--- config.mk ---
export PLATFORM = sky130hd
export DESIGN_NAME = ps2_ctrl_top
export DESIGN_NICKNAME = d
export VERILOG_FILES = /design/src/source/ps2_link_pkg.sv /design/src/source/ps2_host_pkg.sv /design/src/source/ps2_ctrl_top.sv /design/src/source/ps2_line_filter.sv /design/src/source/ps2_port.sv /design/src/source/ps2_regs.sv
export VERILOG_INCLUDE_DIRS = /design/src /design/src/source
export SDC_FILE = /design/constraint.sdc
export NUM_CORES = 1
export LEC_CHECK = 0
export ABC_AREA = 1
export BUFFER_PORTS_ARGS = -buffer_cell sky130_fd_sc_hd__buf_2
export CAP_MARGIN = 30
export CORE_ASPECT_RATIO = 0.7
export CORE_UTILIZATION = 65
export CTS_CLUSTER_DIAMETER = 150
export CTS_CLUSTER_SIZE = 28
export DETAILED_ROUTE_END_ITERATION = 7
export PLACE_DENSITY_LB_ADDON = 0.08
export REMOVE_ABC_BUFFERS = 1
export SLEW_MARGIN = 20
export SYNTH_ARGS = -nofsm -noshare
export SYNTH_HDL_FRONTEND = slang
export SYNTH_SLANG_ARGS = --single-unit
export TNS_END_PERCENT = 5
--- constraint.sdc ---
create_clock -name sysclk -period 3.85 [get_ports sysclk]
set_clock_uncertainty 0.2 [all_clocks]
set_input_delay 0.1925 -clock sysclk [delete_from_list [all_inputs] [get_ports sysclk]]
set_output_delay 0.1925 -clock sysclk [all_outputs]
set_load 0.02 [all_outputs]
--- src/source/ps2_consts.svh ---
`ifndef PS2_CONSTS_SVH
`define PS2_CONSTS_SVH

// samples of history kept per ps2 line.
`define PS2_FILTER_DEPTH 8

// host holds the clock low until this timeout counter bit sets.
`define PS2_RING_BIT 12

// default width of the inactivity counter.
`define PS2_TIMEOUT_BITS 24

// width of the register address field on the host bus.
`define PS2_REG_ADDR_BITS 2

// control register after reset, irq off and prescale 0.
`define PS2_PRESCALE_RESET 8'd0

`endif

--- src/source/ps2_link_pkg.sv ---
`default_nettype none

// types shared between the line side blocks.
package ps2_link_pkg;

	// framing engine states.
	typedef enum logic [1:0] {
		ST_IDLE = 2'd0,
		ST_RING = 2'd1,
		ST_SEND = 2'd2,
		ST_RECV = 2'd3
	} port_state_e;

	// filtered lines, filter to port.
	typedef struct packed {
		logic clk_level;
		logic dat_level;
		logic clk_fall;
	} line_sample_t;

	// strobes and received byte, port to registers.
	typedef struct packed {
		logic       istrobe;
		logic       oack;
		logic       timeout;
		logic [7:0] ibyte;
	} port_event_t;

endpackage

`default_nettype wire

--- src/source/ps2_host_pkg.sv ---
`default_nettype none

`include "ps2_consts.svh"

// types seen by the cpu side of the controller.
package ps2_host_pkg;

	typedef enum logic [`PS2_REG_ADDR_BITS-1:0] {
		REG_DATA   = 2'd0,
		REG_STATUS = 2'd1,
		REG_CTRL   = 2'd2
	} reg_addr_e;

	// one bus access, wr and rd are single cycle strobes.
	typedef struct packed {
		logic       wr;
		logic       rd;
		reg_addr_e  addr;
		logic [7:0] wdata;
	} bus_req_t;

	// layout of the status register, bit 0 is rx_valid.
	typedef struct packed {
		logic [1:0]                reserved;
		ps2_link_pkg::port_state_e state;
		logic                      tx_busy;
		logic                      timed_out;
		logic                      overrun;
		logic                      rx_valid;
	} status_t;

endpackage

`default_nettype wire

--- src/source/ps2_ctrl_top.sv ---
`timescale 1ns/10ps
`default_nettype none

`include "ps2_consts.svh"

module ps2_ctrl_top #(
	parameter int TIMEOUT_BITS = `PS2_TIMEOUT_BITS
) (
	input  logic                   sysclk,
	input  logic                   reset,
	input  ps2_host_pkg::bus_req_t bus_req,
	output logic [7:0]             rdata,
	output logic                   irq,
	input  logic                   ps2clk,
	input  logic                   ps2dat,
	output logic                   clk_drive_low,
	output logic                   dat_drive_low
);

	logic                       clk_en;
	logic                       oreq;
	logic [7:0]                 obyte;
	ps2_link_pkg::line_sample_t line;
	ps2_link_pkg::port_event_t  evt;
	ps2_link_pkg::port_state_e  state;

	ps2_line_filter filter_i (
		.sysclk (sysclk),
		.reset  (reset),
		.clk_en (clk_en),
		.ps2clk (ps2clk),
		.ps2dat (ps2dat),
		.line   (line)
	);

	ps2_port #(
		.TIMEOUT_BITS (TIMEOUT_BITS)
	) port_i (
		.sysclk        (sysclk),
		.reset         (reset),
		.clk_en        (clk_en),
		.line          (line),
		.oreq          (oreq),
		.obyte         (obyte),
		.evt           (evt),
		.state         (state),
		.clk_drive_low (clk_drive_low),
		.dat_drive_low (dat_drive_low)
	);

	// registers set the enable rate and steer the port.
	ps2_regs regs_i (
		.sysclk (sysclk),
		.reset  (reset),
		.bus    (bus_req),
		.rdata  (rdata),
		.irq    (irq),
		.clk_en (clk_en),
		.oreq   (oreq),
		.obyte  (obyte),
		.evt    (evt),
		.state  (state)
	);

endmodule

`default_nettype wire

--- src/source/ps2_line_filter.sv ---
`timescale 1ns/10ps
`default_nettype none

`include "ps2_consts.svh"

module ps2_line_filter (
	input  logic                       sysclk,
	input  logic                       reset,
	input  logic                       clk_en,
	input  logic                       ps2clk,
	input  logic                       ps2dat,
	output ps2_link_pkg::line_sample_t line
);

	// oldest samples that must agree before a level flips.
	localparam int AGREE = 6;

	// index 0 is the clock line, index 1 the data line.
	logic [1:0][`PS2_FILTER_DEPTH-1:0] hist;
	logic [1:0]                        level;
	logic [1:0]                        pins;
	logic                              clk_prev;

	assign pins = {ps2dat, ps2clk};

	always_ff @(posedge sysclk or posedge reset) begin
		if (reset) begin
			hist     <= '0;
			level    <= '0;
			clk_prev <= 1'b0;
		end else if (clk_en) begin
			clk_prev <= level[0];
			for (int i = 0; i < 2; i++) begin
				hist[i] <= {hist[i][`PS2_FILTER_DEPTH-2:0], pins[i]};
				// hysteresis, a mixed window keeps the old level.
				if (~|hist[i][`PS2_FILTER_DEPTH-1 -: AGREE])
					level[i] <= 1'b0;
				else if (&hist[i][`PS2_FILTER_DEPTH-1 -: AGREE])
					level[i] <= 1'b1;
			end
		end
	end

	assign line.clk_level = level[0];
	assign line.dat_level = level[1];
	assign line.clk_fall  = clk_prev & ~level[0];

endmodule

`default_nettype wire

--- src/source/ps2_port.sv ---
`timescale 1ns/10ps
`default_nettype none

`include "ps2_consts.svh"

module ps2_port #(
	parameter int TIMEOUT_BITS = `PS2_TIMEOUT_BITS
) (
	input  logic                       sysclk,
	input  logic                       reset,
	input  logic                       clk_en,
	input  ps2_link_pkg::line_sample_t line,
	input  logic                       oreq,
	input  logic [7:0]                 obyte,
	output ps2_link_pkg::port_event_t  evt,
	output ps2_link_pkg::port_state_e  state,
	output logic                       clk_drive_low,
	output logic                       dat_drive_low
);

	// start bit is taken on the idle to recv edge, so 10 remain.
	localparam logic [3:0] RECV_BITS = 4'd10;
	localparam logic [3:0] SEND_BITS = 4'd11;

	logic [10:0]             shift_q;
	logic [3:0]              count_q;
	logic [TIMEOUT_BITS-1:0] time_q;
	logic                    req_hold;
	logic                    req;
	logic                    can_load;
	logic                    shift_end;
	logic                    time_up;
	logic                    opar;

	// a request between enables waits for the next one.
	always_ff @(posedge sysclk or posedge reset) begin
		if (reset)
			req_hold <= 1'b0;
		else if (clk_en)
			req_hold <= 1'b0;
		else if (oreq)
			req_hold <= 1'b1;
	end

	assign req       = oreq | req_hold;
	assign can_load  = (state == ps2_link_pkg::ST_IDLE) || (state == ps2_link_pkg::ST_RECV);
	assign shift_end = (count_q == 4'd0);
	assign time_up   = &time_q;

	// odd parity over the outgoing byte.
	assign opar = ~^obyte;

	always_ff @(posedge sysclk or posedge reset) begin
		if (reset) begin
			state <= ps2_link_pkg::ST_IDLE;
		end else if (clk_en) begin
			if (time_up && !req) begin
				state <= ps2_link_pkg::ST_IDLE;
			end else begin
				case (state)
					ps2_link_pkg::ST_IDLE: begin
						if (req)
							state <= ps2_link_pkg::ST_RING;
						else if (line.clk_fall)
							state <= ps2_link_pkg::ST_RECV;
					end
					ps2_link_pkg::ST_RING: begin
						if (time_q[`PS2_RING_BIT])
							state <= ps2_link_pkg::ST_SEND;
					end
					ps2_link_pkg::ST_SEND: begin
						if (shift_end)
							state <= ps2_link_pkg::ST_IDLE;
					end
					ps2_link_pkg::ST_RECV: begin
						if (req)
							state <= ps2_link_pkg::ST_RING;
						else if (shift_end)
							state <= ps2_link_pkg::ST_IDLE;
					end
					default: state <= ps2_link_pkg::ST_IDLE;
				endcase
			end
		end
	end

	// bit counter, reloaded in idle and while ringing.
	always_ff @(posedge sysclk or posedge reset) begin
		if (reset)
			count_q <= RECV_BITS;
		else if (clk_en) begin
			if (state == ps2_link_pkg::ST_IDLE)
				count_q <= RECV_BITS;
			else if (state == ps2_link_pkg::ST_RING)
				count_q <= SEND_BITS;
			else if (line.clk_fall)
				count_q <= count_q - 4'd1;
		end
	end

	// frame is stop, parity, byte, start with start in bit 0.
	always_ff @(posedge sysclk or posedge reset) begin
		if (reset)
			shift_q <= '0;
		else if (clk_en) begin
			if (req && can_load)
				shift_q <= {1'b1, opar, obyte, 1'b0};
			else if (line.clk_fall && state != ps2_link_pkg::ST_RING)
				shift_q <= {line.dat_level, shift_q[10:1]};
		end
	end

	// inactivity counter, also times the ring phase.
	always_ff @(posedge sysclk or posedge reset) begin
		if (reset)
			time_q <= '0;
		else if (clk_en) begin
			if (line.clk_fall || req)
				time_q <= '0;
			else
				time_q <= time_q + 1'b1;
		end
	end

	// events last a single sysclk, on the enable that ends the frame.
	assign evt.istrobe = clk_en && state == ps2_link_pkg::ST_RECV && shift_end;
	assign evt.oack    = clk_en && state == ps2_link_pkg::ST_SEND && shift_end;
	assign evt.timeout = clk_en && time_up;
	assign evt.ibyte   = shift_q[8:1];

	assign clk_drive_low = (state == ps2_link_pkg::ST_RING);
	assign dat_drive_low = ((state == ps2_link_pkg::ST_RING) ||
		(state == ps2_link_pkg::ST_SEND)) && !shift_q[0];

endmodule

`default_nettype wire

--- src/source/ps2_regs.sv ---
`timescale 1ns/10ps
`default_nettype none

`include "ps2_consts.svh"

module ps2_regs (
	input  logic                      sysclk,
	input  logic                      reset,
	input  ps2_host_pkg::bus_req_t    bus,
	output logic [7:0]                rdata,
	output logic                      irq,
	output logic                      clk_en,
	output logic                      oreq,
	output logic [7:0]                obyte,
	input  ps2_link_pkg::port_event_t evt,
	input  ps2_link_pkg::port_state_e state
);

	// ctrl is irq_en in bit 7 and prescale below it.
	logic [7:0]            ctrl_q;
	logic [7:0]            ctrl_d;
	logic [6:0]            presc_cnt;
	logic [7:0]            rx_byte;
	ps2_host_pkg::status_t status_q;
	ps2_host_pkg::status_t status_d;
	ps2_host_pkg::status_t status_view;
	logic                  wr_data;
	logic                  wr_status;
	logic                  wr_ctrl;
	logic                  rd_data;
	logic                  tx_accept;

	assign wr_data   = bus.wr && bus.addr == ps2_host_pkg::REG_DATA;
	assign wr_status = bus.wr && bus.addr == ps2_host_pkg::REG_STATUS;
	assign wr_ctrl   = bus.wr && bus.addr == ps2_host_pkg::REG_CTRL;
	assign rd_data   = bus.rd && bus.addr == ps2_host_pkg::REG_DATA;
	assign tx_accept = wr_data && !status_q.tx_busy;

	// down counter, enable on the reload cycle.
	always_ff @(posedge sysclk or posedge reset) begin
		if (reset)
			presc_cnt <= '0;
		else if (presc_cnt == 7'd0)
			presc_cnt <= ctrl_q[6:0];
		else
			presc_cnt <= presc_cnt - 7'd1;
	end

	assign clk_en = (presc_cnt == 7'd0);

	always_ff @(posedge sysclk) begin
		if (tx_accept)
			obyte <= bus.wdata;
		if (evt.istrobe)
			rx_byte <= evt.ibyte;
	end

	// flag updates, setting events win over clears.
	always_comb begin
		status_d          = status_q;
		status_d.reserved = '0;
		status_d.state    = ps2_link_pkg::ST_IDLE;
		if (rd_data)
			status_d.rx_valid = 1'b0;
		if (wr_status && bus.wdata[1])
			status_d.overrun = 1'b0;
		if (wr_status && bus.wdata[2])
			status_d.timed_out = 1'b0;
		if (tx_accept)
			status_d.tx_busy = 1'b1;
		if (evt.oack || evt.timeout)
			status_d.tx_busy = 1'b0;
		// idle line timeouts are not errors.
		if (evt.timeout && (status_q.tx_busy || state != ps2_link_pkg::ST_IDLE))
			status_d.timed_out = 1'b1;
		if (evt.istrobe) begin
			if (status_q.rx_valid && !rd_data)
				status_d.overrun = 1'b1;
			status_d.rx_valid = 1'b1;
		end
	end

	assign ctrl_d = wr_ctrl ? bus.wdata : ctrl_q;

	always_ff @(posedge sysclk or posedge reset) begin
		if (reset) begin
			status_q <= '0;
			ctrl_q   <= `PS2_PRESCALE_RESET;
			oreq     <= 1'b0;
			irq      <= 1'b0;
		end else begin
			status_q <= status_d;
			ctrl_q   <= ctrl_d;
			oreq     <= tx_accept;
			// next values, so irq never lags a cleared rx_valid.
			irq      <= status_d.rx_valid & ctrl_d[7];
		end
	end

	always_comb begin
		status_view       = status_q;
		status_view.state = state;
	end

	always_comb begin
		case (bus.addr)
			ps2_host_pkg::REG_DATA:   rdata = rx_byte;
			ps2_host_pkg::REG_STATUS: rdata = status_view;
			ps2_host_pkg::REG_CTRL:   rdata = ctrl_q;
			default:                  rdata = 8'h00;
		endcase
	end

endmodule

`default_nettype wire

==> impl_metrics.json, run 1 <==
{
  "ys_ff_latch": 98,
  "min_period_over_period_pct": 65.96,
  "synth.avg_cell_area_sq_um": 8.487,
  "cts_setup_buffers": 0,
  "setup_viol": 0,
  "arrival_ps": 2410,
  "die_y_um": 74.06,
  "grt_pass1_wl_um": 17240,
  "maxCapViolCount": 0,
  "slowest_delay_ps": 560,
  "synth_commonest_cells": "nand2_1 (137), dfrtp_1 (80), inv_1 (76), nor2_1 (54), o21ai_0 (45)",
  "cts_buffer_depth": 2,
  "rr_startpoint": "regs_i.presc_cnt[0]$_DFF_PP0_",
  "grt_pass1_vias": 3703,
  "synth_seq_area_share_pct": 52.58,
  "clock_latency_ps": 370,
  "netlist_top_cells_area": "dfrtp_1 (42%), nand2_1 (11%), edfxtp_1 (10%)",
  "use_met1_pct": 41.24,
  "synth_edf_count": 16,
  "synth_top_area_share_pct": 41.53,
  "synth_top_area_cell": "dfrtp_1",
  "ir_drop_v": 0.0002527,
  "antenna_found_initial": 0,
  "rows": 25,
  "drc_errors": 0,
  "start_kind": "flop",
  "totalWireLength_um": 10770,
  "tns_ps": 0,
  "min-delay-start": "bus_req[8]",
  "cts_max_level": 3,
  "cts_buffers": 9,
  "synth.most_common_cell": "nand2_1",
  "cp_top_family": "simple AND/OR/NAND/NOR gates",
  "io_pins": 27,
  "setup_ws_ps": 1311,
  "grt_max_degree": 43,
  "syn-instance-count": 568,
  "finalMaxSlewViolations": 0,
  "hold_end": "regs_i.status_q[1]$_DFF_PP0_",
  "cts_root_buf": "clkbuf_8",
  "worst_path_max_delay_cell": "nor3_1",
  "path_class": "flop to flop",
  "postPlaceCellArea_sq_um": 5042,
  "drive_gt1_share_pct": 11.67,
  "cp.required_ps": 3720,
  "coreArea_sq_um": 6944,
  "worstMarginPinSlew_ps": 715.6,
  "place_hpwl_um": 7586,
  "hold_depth": 4,
  "drt_iter0_markers": 343,
  "r2r_setup_slack_ps": 1310,
  "fin_crit_ps": 2539,
  "die_area_sq_um": 7771,
  "path_buf_inv": 2,
  "wl_per_cell_um": 15.14,
  "p_leak_nw": 2.538,
  "place.gp.congestion": 0.8690,
  "yosysWarnings": 0,
  "maxSlewHeadroom_pct": 52.29,
  "start_util_pct": 69.42,
  "post_drt_via_cell_ratio": 5.594,
  "syn_to_final_growth_pct": 11.76,
  "grtUsageTotal_pct": 29.58,
  "dp_slack_ps": 1250,
  "grt_util_met3_pct": 6.748,
  "p_per_area_nw_per_um2": 471.5,
  "finalInstanceArea_sq_um": 5388,
  "p_total_mw": 2.540,
  "cts_sinks": 98,
  "cts_resized": 0,
  "cp_cell_sequence": "inv_1, ha_1, nand2_2, nor2_4, nand2_4, nor3_1, clkbuf_2",
  "syn-cell-area_sq_um": 4821,
  "r2r_cells": 7,
  "portBuffers": 26,
  "final_nets": 637,
  "timing.fmax_ghz": 0.3938,
  "cts_tree": "built",
  "grt_busiest_layer": "met2",
  "grt_overflow": 0,
  "crit_fanout": 42,
  "status": "completed",
  "async_reset_ff_share_pct": 83.67,
  "rsz0062_at_grt": "false",
  "synth_ff_type": "dfrtp_1",
  "n_antenna_cell": 0,
  "synthDistinctLibCells": 40,
  "cp-end-kind": "flop",
  "ant_nets": 0,
  "drt_first_pass_iters": 6,
  "rr_endpoint": "regs_i.rx_byte[5]$_DFFE_PP_",
  "chipWidth_um": 104.9,
  "hold_class": "input port to flop",
  "met2_usage_pct": 45.62,
  "hold_viol": 0,
  "vias": 3977,
  "path_clk_slew_ps": 100
}
[through the flow]
stage	instances	hold slack (ps)	util, %
after floorplan	557	91.37	-
after global placement	678	182.5	72.22
final	711	113.6	77.59
after detailed placement	680	-4.773	72.61
after global routing	711	117.7	77.59
after CTS	710	104.7	77.51
[state kept, by name, summed over array words and instances, names as in the netlist]
signal	cells
regs_i.ctrl_q	8
port_i.req_hold	1
regs_i.obyte	8
port_i.shift_q	11
port_i.count_q	4
filter_i.hist	16
port_i.state	2
regs_i.presc_cnt	7
regs_i.rx_byte	8
regs_i.irq	1
filter_i.level	2
regs_i.status_q	4
filter_i.clk_prev	1
port_i.time_q	24
regs_i.oreq	1
[timing repair]
action / 4_1_cts / 5_1_grt
hold endpoints to repair: 84 / 0
hold buffers: 15 / 0
endpoints found under the setup margin: 0 / 0
[report_power, final]
part | switching (mW) | internal, mW | total, mW | leakage (nW)
clock network | 0.362 | 0.304 | 0.666 | 0.0977
registers | 0.0940 | 1.18 | 1.27 | 1.21
logic | 0.409 | 0.195 | 0.604 | 1.23
total | 0.865 | 1.68 | 2.54 | 2.54
[final cells by class]
cell class	instances	area [sq um]
clock buffer	10	127.6
clock inverter	5	62.56
fill	488	1556
inverter	82	314.1
multi-input combinational	377	1911
sequential	98	2535
tap	94	117.6
timing repair buffer	45	320.3
[how the worst max path moves through the flow]
stage	startpoint	end	slack [ps]	cells after the start
5_1_grt	regs_i.presc_cnt[0]$_DFF_PP0_	regs_i.rx_byte[5]$_DFFE_PP_	1190	7
3_3_place_gp	regs_i.presc_cnt[0]$_DFF_PP0_	regs_i.rx_byte[3]$_DFFE_PP_	1320	6
2_1_floorplan	reset	filter_i.clk_prev$_DFFE_PP0P_	1350	1
6_report	regs_i.presc_cnt[0]$_DFF_PP0_	regs_i.rx_byte[5]$_DFFE_PP_	1310	7
3_5_place_dp	regs_i.presc_cnt[0]$_DFF_PP0_	regs_i.rx_byte[2]$_DFFE_PP_	1250	6
4_1_cts	regs_i.presc_cnt[0]$_DFF_PP0_	regs_i.rx_byte[1]$_DFFE_PP_	1220	6
[placed cells by master (no fill, tap or decap), types with 2 or more instances in the layout]
| cell type | netlist | routed |
|---|---|---|
| a21oi_1 | 26 | 26 |
| a31oi_1 | 4 | 4 |
| buf_2 | 4 | 26 |
| buf_4 | 2 | 2 |
| clkbuf_8 | 0 | 9 |
| dfrtp_1 | 80 | 80 |
| dfstp_2 | 2 | 2 |
| dlygate4sd3_1 | 0 | 15 |
| edfxtp_1 | 16 | 16 |
| ha_1 | 8 | 8 |
| inv_1 | 76 | 75 |
| inv_2 | 4 | 4 |
| inv_4 | 2 | 3 |
| inv_6 | 0 | 2 |
| nand2_1 | 137 | 137 |
| nand2_2 | 5 | 5 |
| nand2_4 | 2 | 2 |
| nand3_1 | 19 | 19 |
| nand4_1 | 6 | 6 |
| nor2_1 | 54 | 54 |
| nor2_2 | 5 | 5 |
| nor2_4 | 4 | 4 |
| nor3_1 | 14 | 14 |
| nor4_1 | 4 | 3 |
| o211ai_1 | 9 | 9 |
| o21ai_0 | 45 | 45 |
| o21ai_1 | 5 | 5 |
| o221ai_1 | 3 | 3 |
| o31ai_1 | 3 | 3 |
| xnor2_1 | 6 | 6 |
| xor2_1 | 8 | 8 |
[worst reg2reg max path, cell delays in order, from the launching register on]
cell      delay (ps)
dfrtp_1          380
inv_1             90
ha_1             200
nand2_2           90
nor2_4           140
nand2_4          280
nor3_1           570
clkbuf_2         290
[cells by family after synthesis]
group,share of synthesized area (%)
flops,52.58
xor+xnor,2.544
compound gates,12.15
buf+inv,7.916
fa+ha+maj,2.076
simple gates,22.74
[per-layer routing]
layer / share of wire (%) / routed length, um
met3: 6.6 / 711
met2: 44 / 4752
met5: 0 / 0
met4: 2.2 / 236
met1: 47 / 5065
Note: power is estimated with default switching activity, not from simulation.
==> inputs of run 2 (changes only) <==
--- a/config.mk
+++ b/config.mk
@@ -10,7 +10,7 @@
 export BUFFER_PORTS_ARGS = -buffer_cell sky130_fd_sc_hd__buf_2
 export CAP_MARGIN = 30
 export CORE_ASPECT_RATIO = 0.7
-export CORE_UTILIZATION = 65
+export CORE_UTILIZATION = 55
 export CTS_CLUSTER_DIAMETER = 150
 export CTS_CLUSTER_SIZE = 28
 export DETAILED_ROUTE_END_ITERATION = 7
==> constraint.sdc (replaced) <==
create_clock -name sysclk -period 2.2 [get_ports sysclk]
set_clock_uncertainty 0.2 [all_clocks]
set_input_delay 0.11 -clock sysclk [delete_from_list [all_inputs] [get_ports sysclk]]
set_output_delay 0.11 -clock sysclk [all_outputs]
set_load 0.02 [all_outputs]
==> run 2 against run 1 <==
Maximum frequency is 28% higher. Sequential share of layout area shrank 2.0 points. Flip-flop and latch count stayed put. Utilization is 11 points lower. Critical path depth up 4. Register-to-register slack worse by 1100 ps. Critical endpoint is now port_i.time_q[19]$_DFFE_PP0P_. Critical path type unchanged. Clock power is 140% higher.
==> impl_metrics.json, run 2 (synthesis results as in run 1) <==
{
  "postPlaceCellArea_sq_um": 5145,
  "place.gp.congestion": 0.8582,
  "cts_setup_buffers": 0,
  "p_int_mw": 3.354,
  "finalMaxSlewViolations": 0,
  "mostFrequentLayoutCells": "nand2_1 (137), dfrtp_1 (80), inv_1 (75), nor2_1 (54), o21ai_0 (45)",
  "p_total_mw": 4.894,
  "top_regs": "port_i.time_q: 24 flops, filter_i.hist: 16 flops, port_i.shift_q: 11 flops",
  "finalInstanceArea_sq_um": 5624,
  "antenna_found_initial": 0,
  "rows": 28,
  "r2r_cells": 11,
  "fin_crit_ps": 1987,
  "grt_pass1_vias": 3717,
  "grt_pass1_wl_um": 18390,
  "worstMarginPinSlew_ps": 612.4,
  "p_per_area_nw_per_um2": 870.1,
  "grtUsageTotal_pct": 26.82,
  "dp_slack_ps": 123.9,
  "hold_viol": 0,
  "netSwitchingFraction_pct": 31.47,
  "worst_path_max_delay_cell": "dfrtp_1",
  "setup_viol": 0,
  "rsz0062_at_grt": "false",
  "multiInputGateArea_sq_um": 1926,
  "cp.required_ps": 2230,
  "largest_register_ffs": 24,
  "crit_fanout": 14,
  "io_pins": 27,
  "path_class": "flop to flop",
  "seq_power_share_pct": 45.1,
  "r2r_setup_slack_ps": 210,
  "top_register": "port_i.time_q",
  "hold_class": "input port to async pin",
  "arrival_ps": 2020,
  "p_clk_share_pct": 32.7,
  "cts_sinks": 98,
  "cp_cell_sequence": "inv_1, ha_1, nand2_2, nor2_4, nand2_8, nor2_4, nand3_1, nor2_1, nand2_1, nand2_1, nor2_1",
  "post_drt_via_cell_ratio": 5.287,
  "drt_first_pass_iters": 5,
  "timing.fmax_ghz": 0.5033,
  "status": "completed",
  "clock_latency_ps": 340,
  "p_switching_mw": 1.540,
  "start_util_pct": 56.86,
  "min_period_over_period_pct": 90.31,
  "final_util_pct": 66.34,
  "die_area_sq_um": 9150,
  "register_area_sq_um": 2535,
  "cts_buffer_depth": 2,
  "coreArea_sq_um": 8478,
  "wl_per_cell_um": 14.56,
  "fillCellCount": 709,
  "n_antenna_cell": 0,
  "ant_nets": 0,
  "maxCapViolCount": 0,
  "final_nets": 648,
  "start_kind": "flop",
  "p_comb_share_pct": 22.2,
  "cp_top_family": "simple AND/OR/NAND/NOR gates",
  "path_buf_inv": 1,
  "drive_gt1_share_pct": 13.51,
  "vias": 3960,
  "totalWireLength_um": 10910,
  "place_hpwl_um": 7674,
  "cts_root_buf": "clkbuf_16",
  "syn_to_final_growth_pct": 16.66,
  "drc_errors": 0,
  "rr_endpoint": "port_i.time_q[19]$_DFFE_PP0P_",
  "cp-end-kind": "flop",
  "rr_startpoint": "regs_i.presc_cnt[0]$_DFF_PP0_",
  "chipWidth_um": 113.9,
  "layout_commonest_cell": "nand2_1",
  "path_clk_slew_ps": 70,
  "portBuffers": 26,
  "cts_tree": "built",
  "drt_iter0_markers": 356,
  "slowest_delay_ps": 360,
  "maxSlewHeadroom_pct": 59.18,
  "grt_overflow": 0,
  "setup_ws_ps": 213.1,
  "die_y_um": 80.33,
  "grt_max_degree": 50,
  "p_leak_nw": 2.619,
  "cts_max_level": 3,
  "ir_drop_v": 0.0005971,
  "cts_buffers": 9
}
-- run 2: changes by cell type in the layout (fill, tap and decap cells not counted), moves of 2 or more --
cell / before / now
clkbuf_8: 9 / 1
clkinv_2: 1 / 3
buf_4: 2 / 14
inv_4: 3 / 1
clkbuf_16: 0 / 9
-- run 2: worst min-delay path, cell delays in order --
cell	delay, ps
dlygate4sd3_1	520
buf_2	120
clkinv_2	40
buf_4	370
-- run 2: per-layer routing --
metal  vias up  global-route usage (%)  routed length, um
met4         0                   8.571                163
met1      1882                   40.88               5728
li1       1952                       -                  -
met2       110                   36.52               4346
met5         -                       0                  0
met3        16                   7.170                668
-- run 2: worst max-delay path by stage --
| stage | slack [ps] | cells past startpoint | end | start |
|---|---|---|---|---|
| after floorplan | -220 | 1 | filter_i.clk_prev$_DFFE_PP0P_ | reset |
| after global placement | 210 | 11 | port_i.time_q[21]$_DFFE_PP0P_ | regs_i.presc_cnt[0]$_DFF_PP0_ |
| after detailed placement | 120 | 12 | port_i.time_q[21]$_DFFE_PP0P_ | regs_i.presc_cnt[0]$_DFF_PP0_ |
| after CTS | 120 | 12 | port_i.time_q[21]$_DFFE_PP0P_ | regs_i.presc_cnt[0]$_DFF_PP0_ |
| after global routing | 6 | 11 | port_i.time_q[19]$_DFFE_PP0P_ | regs_i.presc_cnt[0]$_DFF_PP0_ |
| final | 210 | 11 | port_i.time_q[19]$_DFFE_PP0P_ | regs_i.presc_cnt[0]$_DFF_PP0_ |
-- run 2: power groups by stage --
stage | Clock (mW) | Combinational, mW | Sequential, mW
floorplan | 0 | 0.744 | 2.21
global placement | 0 | 1.03 | 2.23
detailed placement | 0 | 1.05 | 2.23
CTS | 1.63 | 1.08 | 2.20
global route | 1.69 | 1.25 | 2.23
finish | 1.60 | 1.09 | 2.21
-- run 2: cell type report --
type	count	area share [%]
Sequential cell	98	45.07
Clock buffer	10	4.249
Timing Repair Buffer	55	6.852
Clock inverter	6	1.157
Tap cell	120	2.670
Multi-Input combinational cell	378	34.24
Inverter	82	5.762
-- run 2: metrics by stage --
stage | hold WS, ps | TNS, ps | cells
after CTS | 212.5 | 0 | 748
after global placement | 26.36 | 0 | 717
after detailed placement | 35.80 | 0 | 717
after global routing | 264.2 | 0 | 749
final | 202.9 | 0 | 749
after floorplan | 8.869 | -17880 | 557
-- run 2: timing repair --
action / 4_1_cts / 5_1_grt
gates resized for setup: 0 / 4
hold buffers: 15 / 0
endpoints found under the setup margin: 0 / 13
endpoints found under the hold margin: 104 / 0
==> inputs of run 3 (changes only) <==
--- a/config.mk
+++ b/config.mk
@@ -6,11 +6,10 @@
 export SDC_FILE = /design/constraint.sdc
 export NUM_CORES = 1
 export LEC_CHECK = 0
-export ABC_AREA = 1
 export BUFFER_PORTS_ARGS = -buffer_cell sky130_fd_sc_hd__buf_2
 export CAP_MARGIN = 30
 export CORE_ASPECT_RATIO = 0.7
-export CORE_UTILIZATION = 55
+export CORE_UTILIZATION = 40
 export CTS_CLUSTER_DIAMETER = 150
 export CTS_CLUSTER_SIZE = 28
 export DETAILED_ROUTE_END_ITERATION = 7
==> run 3 against run 2 <==
The flow now finishes with violations (negative setup slack). Maximum frequency fell by 14%. Utilization fell by 14 points. Area after synthesis fell by 3.7%. Via count fell by 11%. Non-clock buffer count rose by 32. Synthesized cell count fell by 17%. Flip-flop and latch count did not move. Largest cell class unchanged. Largest power group unchanged.
==> impl_metrics.json, run 3 <==
{
  "cts_max_level": 3,
  "top_register": "port_i.time_q",
  "chipWidth_um": 130.8,
  "ir_drop_v": 0.0005262,
  "totalWireLength_um": 10660,
  "cp_cell_sequence": "inv_1, ha_2, or4b_4, a2111oi_4, nand3_2, and2_4, mux2_4",
  "status": "complete, but fails checks",
  "r2r_cells": 7,
  "fin_crit_ps": 2318,
  "largest_register_ffs": 24,
  "min-delay-start": "bus_req[8]",
  "p_leak_nw": 2.629,
  "portBuffers": 26,
  "p_per_area_nw_per_um2": 1031,
  "place.gp.congestion": 0.7835,
  "n_antenna_cell": 0,
  "synthMuxAreaShare_pct": 6.359,
  "grt_max_degree": 35,
  "maxSlewHeadroom_pct": 60.14,
  "coreArea_sq_um": 11170,
  "synth_compound_area_share_pct": 8.839,
  "yosysWarnings": 0,
  "syn-instance-count": 469,
  "maxCapViolCount": 0,
  "rsz0062_at_grt": "true",
  "ant_nets": 0,
  "synth.avg_cell_area_sq_um": 9.900,
  "synthAdderAreaFrac_pct": 2.156,
  "drive_gt1_share_pct": 23.10,
  "synth.most_common_cell": "nand2_1",
  "synthDistinctLibCells": 45,
  "antenna_found_initial": 0,
  "hold_depth": 4,
  "netlist_top_cells_area": "dfrtp_1 (43%), edfxtp_1 (10%), nand2_1 (7.0%)",
  "top_regs": "port_i.time_q: 24 flops, filter_i.hist: 16 flops, port_i.shift_q: 11 flops",
  "hold_class": "input port to flop",
  "grtUsageTotal_pct": 18.69,
  "cts_buffers": 9,
  "clock_latency_ps": 350,
  "cp-end-kind": "flop",
  "path_clk_slew_ps": 70,
  "synth_ff_type": "dfrtp_1",
  "start_kind": "flop",
  "cts_tree": "built",
  "min_period_over_period_pct": 105.3,
  "finalMaxSlewViolations": 0,
  "async_reset_ff_share_pct": 83.67,
  "start_util_pct": 41.57,
  "vias": 3526,
  "r2r_setup_slack_ps": -120,
  "hold_end": "regs_i.status_q[2]$_DFFE_PP0P_",
  "yosys.area_share.simple_pct": 20.88,
  "synth_seq_area_share_pct": 54.59,
  "grt_pass1_wl_um": 17080,
  "cts_buffer_depth": 2,
  "drt_iter0_markers": 150,
  "grt_overflow": 0,
  "synth_commonest_cells": "nand2_1 (87), dfrtp_1 (80), nor2_1 (55), a21oi_1 (22), o21ai_0 (22)",
  "ys_ff_latch": 98,
  "grt_pass1_vias": 3407,
  "wl_per_cell_um": 15.08,
  "syn-cell-area_sq_um": 4643,
  "rows": 32,
  "post_drt_via_cell_ratio": 4.987,
  "tns_ps": -2483,
  "worst_path_max_delay_cell": "or4b_4",
  "drt_first_pass_iters": 4,
  "synth_xor_area_share_pct": 4.150,
  "synth_edf_count": 16,
  "cp.required_ps": 2230,
  "synth_top_area_share_pct": 43.12,
  "hold_viol": 0,
  "die_y_um": 92.14,
  "synth_top_family_by_area": "simple AND/OR/NAND/NOR gates",
  "worstMarginPinSlew_ps": 597.2,
  "cts_sinks": 98,
  "setup_ws_ps": -117.5,
  "setup_viol": 42,
  "cts_root_buf": "clkbuf_16",
  "timing.fmax_ghz": 0.4315,
  "path_class": "flop to flop",
  "dp_slack_ps": -269.2,
  "slowest_delay_ps": 510,
  "final_nets": 573,
  "synth_top_area_cell": "dfrtp_1",
  "mostFrequentLayoutCells": "nand2_1 (86), dfrtp_1 (80), nor2_1 (49), buf_4 (37), buf_2 (26)",
  "violations": "negative setup slack",
  "rr_startpoint": "regs_i.presc_cnt[0]$_DFF_PP0_",
  "crit_fanout": 4,
  "fillCellCount": 1031,
  "syn_to_final_growth_pct": 26.35,
  "io_pins": 27,
  "layout_commonest_cell": "nand2_1",
  "rr_endpoint": "port_i.state[1]$_DFFE_PP0P_",
  "arrival_ps": 2340,
  "place_hpwl_um": 7533,
  "drc_errors": 0,
  "die_area_sq_um": 12050
}
## run 3: cell count changes in the layout (fill, tap and decap cells not counted), moves of 8 or more
cell | before | now
inv_1 | 75 | 12
nand2_1 | 137 | 86
o21ai_0 | 45 | 17
buf_4 | 14 | 37
mux2i_1 | 0 | 19
o21ai_1 | 5 | 15
o211ai_1 | 9 | 0
mux2_2 | 0 | 8
## run 3: area by class of cell
| type | instances | area [sq um] | share of cell area [%] |
|---|---|---|---|
| timing repair buffer | 87 | 742.0 | 12.65 |
| clock inverter | 7 | 66.31 | 1.130 |
| sequential | 98 | 2535 | 43.21 |
| inverter | 14 | 53.80 | 0.9170 |
| multi-input combinational | 339 | 2053 | 35.00 |
| tap | 153 | 191.4 | 3.263 |
| clock buffer | 9 | 225.2 | 3.839 |
## run 3: how the worst max path moves through the flow
stage / startpoint / end / slack (ps) / cells after the start
2_1_floorplan: regs_i.presc_cnt[0]$_DFF_PP0_ / port_i.time_q[22]$_DFFE_PP0P_ / -1470 / 7
3_3_place_gp: regs_i.presc_cnt[0]$_DFF_PP0_ / port_i.time_q[23]$_DFFE_PP0P_ / -190 / 7
3_5_place_dp: regs_i.presc_cnt[0]$_DFF_PP0_ / port_i.time_q[23]$_DFFE_PP0P_ / -270 / 7
4_1_cts: regs_i.presc_cnt[0]$_DFF_PP0_ / port_i.shift_q[1]$_DFFE_PP0P_ / -140 / 10
5_1_grt: regs_i.presc_cnt[0]$_DFF_PP0_ / port_i.state[1]$_DFFE_PP0P_ / -210 / 7
6_report: regs_i.presc_cnt[0]$_DFF_PP0_ / port_i.state[1]$_DFFE_PP0P_ / -120 / 7
## run 3: critical path: cells and delay by family (launching register included)
family          cells  cell delay, ps
simple gates        3             830
mux                 1             280
buf+inv             1              70
flops               1             390
fa+ha+maj           1             160
compound gates      1             270
## run 3: metal layers
metal / up-vias / global-route usage, % / part of all wire, %
li1: 1778 / - / -
met1: 1697 / 29.02 / 55
met2: 42 / 26.19 / 41
met3: 9 / 4.201 / 3.3
met4: 0 / 3.736 / 0.72
met5: - / 0 / 0
## run 3: power by group
part           switching (mW)  total, mW  leakage [nW]  internal, mW
clock                   0.741       1.54         0.145         0.800
sequential              0.346       2.61          1.21          2.27
combinational            1.02       1.90          1.27         0.872
## run 3: cell families (layout without fill, tap and decap cells)
logic type                 count (synthesis)  after routing
DFF                                       98             98
and+or+nand+nor                          211            211
buffers and inverters                     32            117
xor gates and xnor gates                  22             22
muxes                                     28             28
adders and majority gates                  8              8
AOI/OAI and AO/OA                         70             70
## run 3: metrics by stage
stage	std cells	hold slack [ps]	utilization (%)	power, mW	instance area [sq um]
2_1_floorplan	451	8.869	-	3.689	4556
3_3_place_gp	674	-4.667	47.24	4.390	5278
3_5_place_dp	674	-1.118	47.24	4.434	5278
4_1_cts	704	44.90	51.34	6.040	5736
5_1_grt	707	79.83	52.52	6.452	5867
6_report	707	61.09	52.52	6.049	5867
## run 3: what timing repair did
item | in CTS | in global routing
resized for setup | 11 | 23
hold endpoints to repair | 53 | 0
pin swaps | 11 | 6
cloned | 0 | 2
hold buffers | 13 | 0
buffers inserted | 2 | 1
setup endpoints to repair | 77 | 74
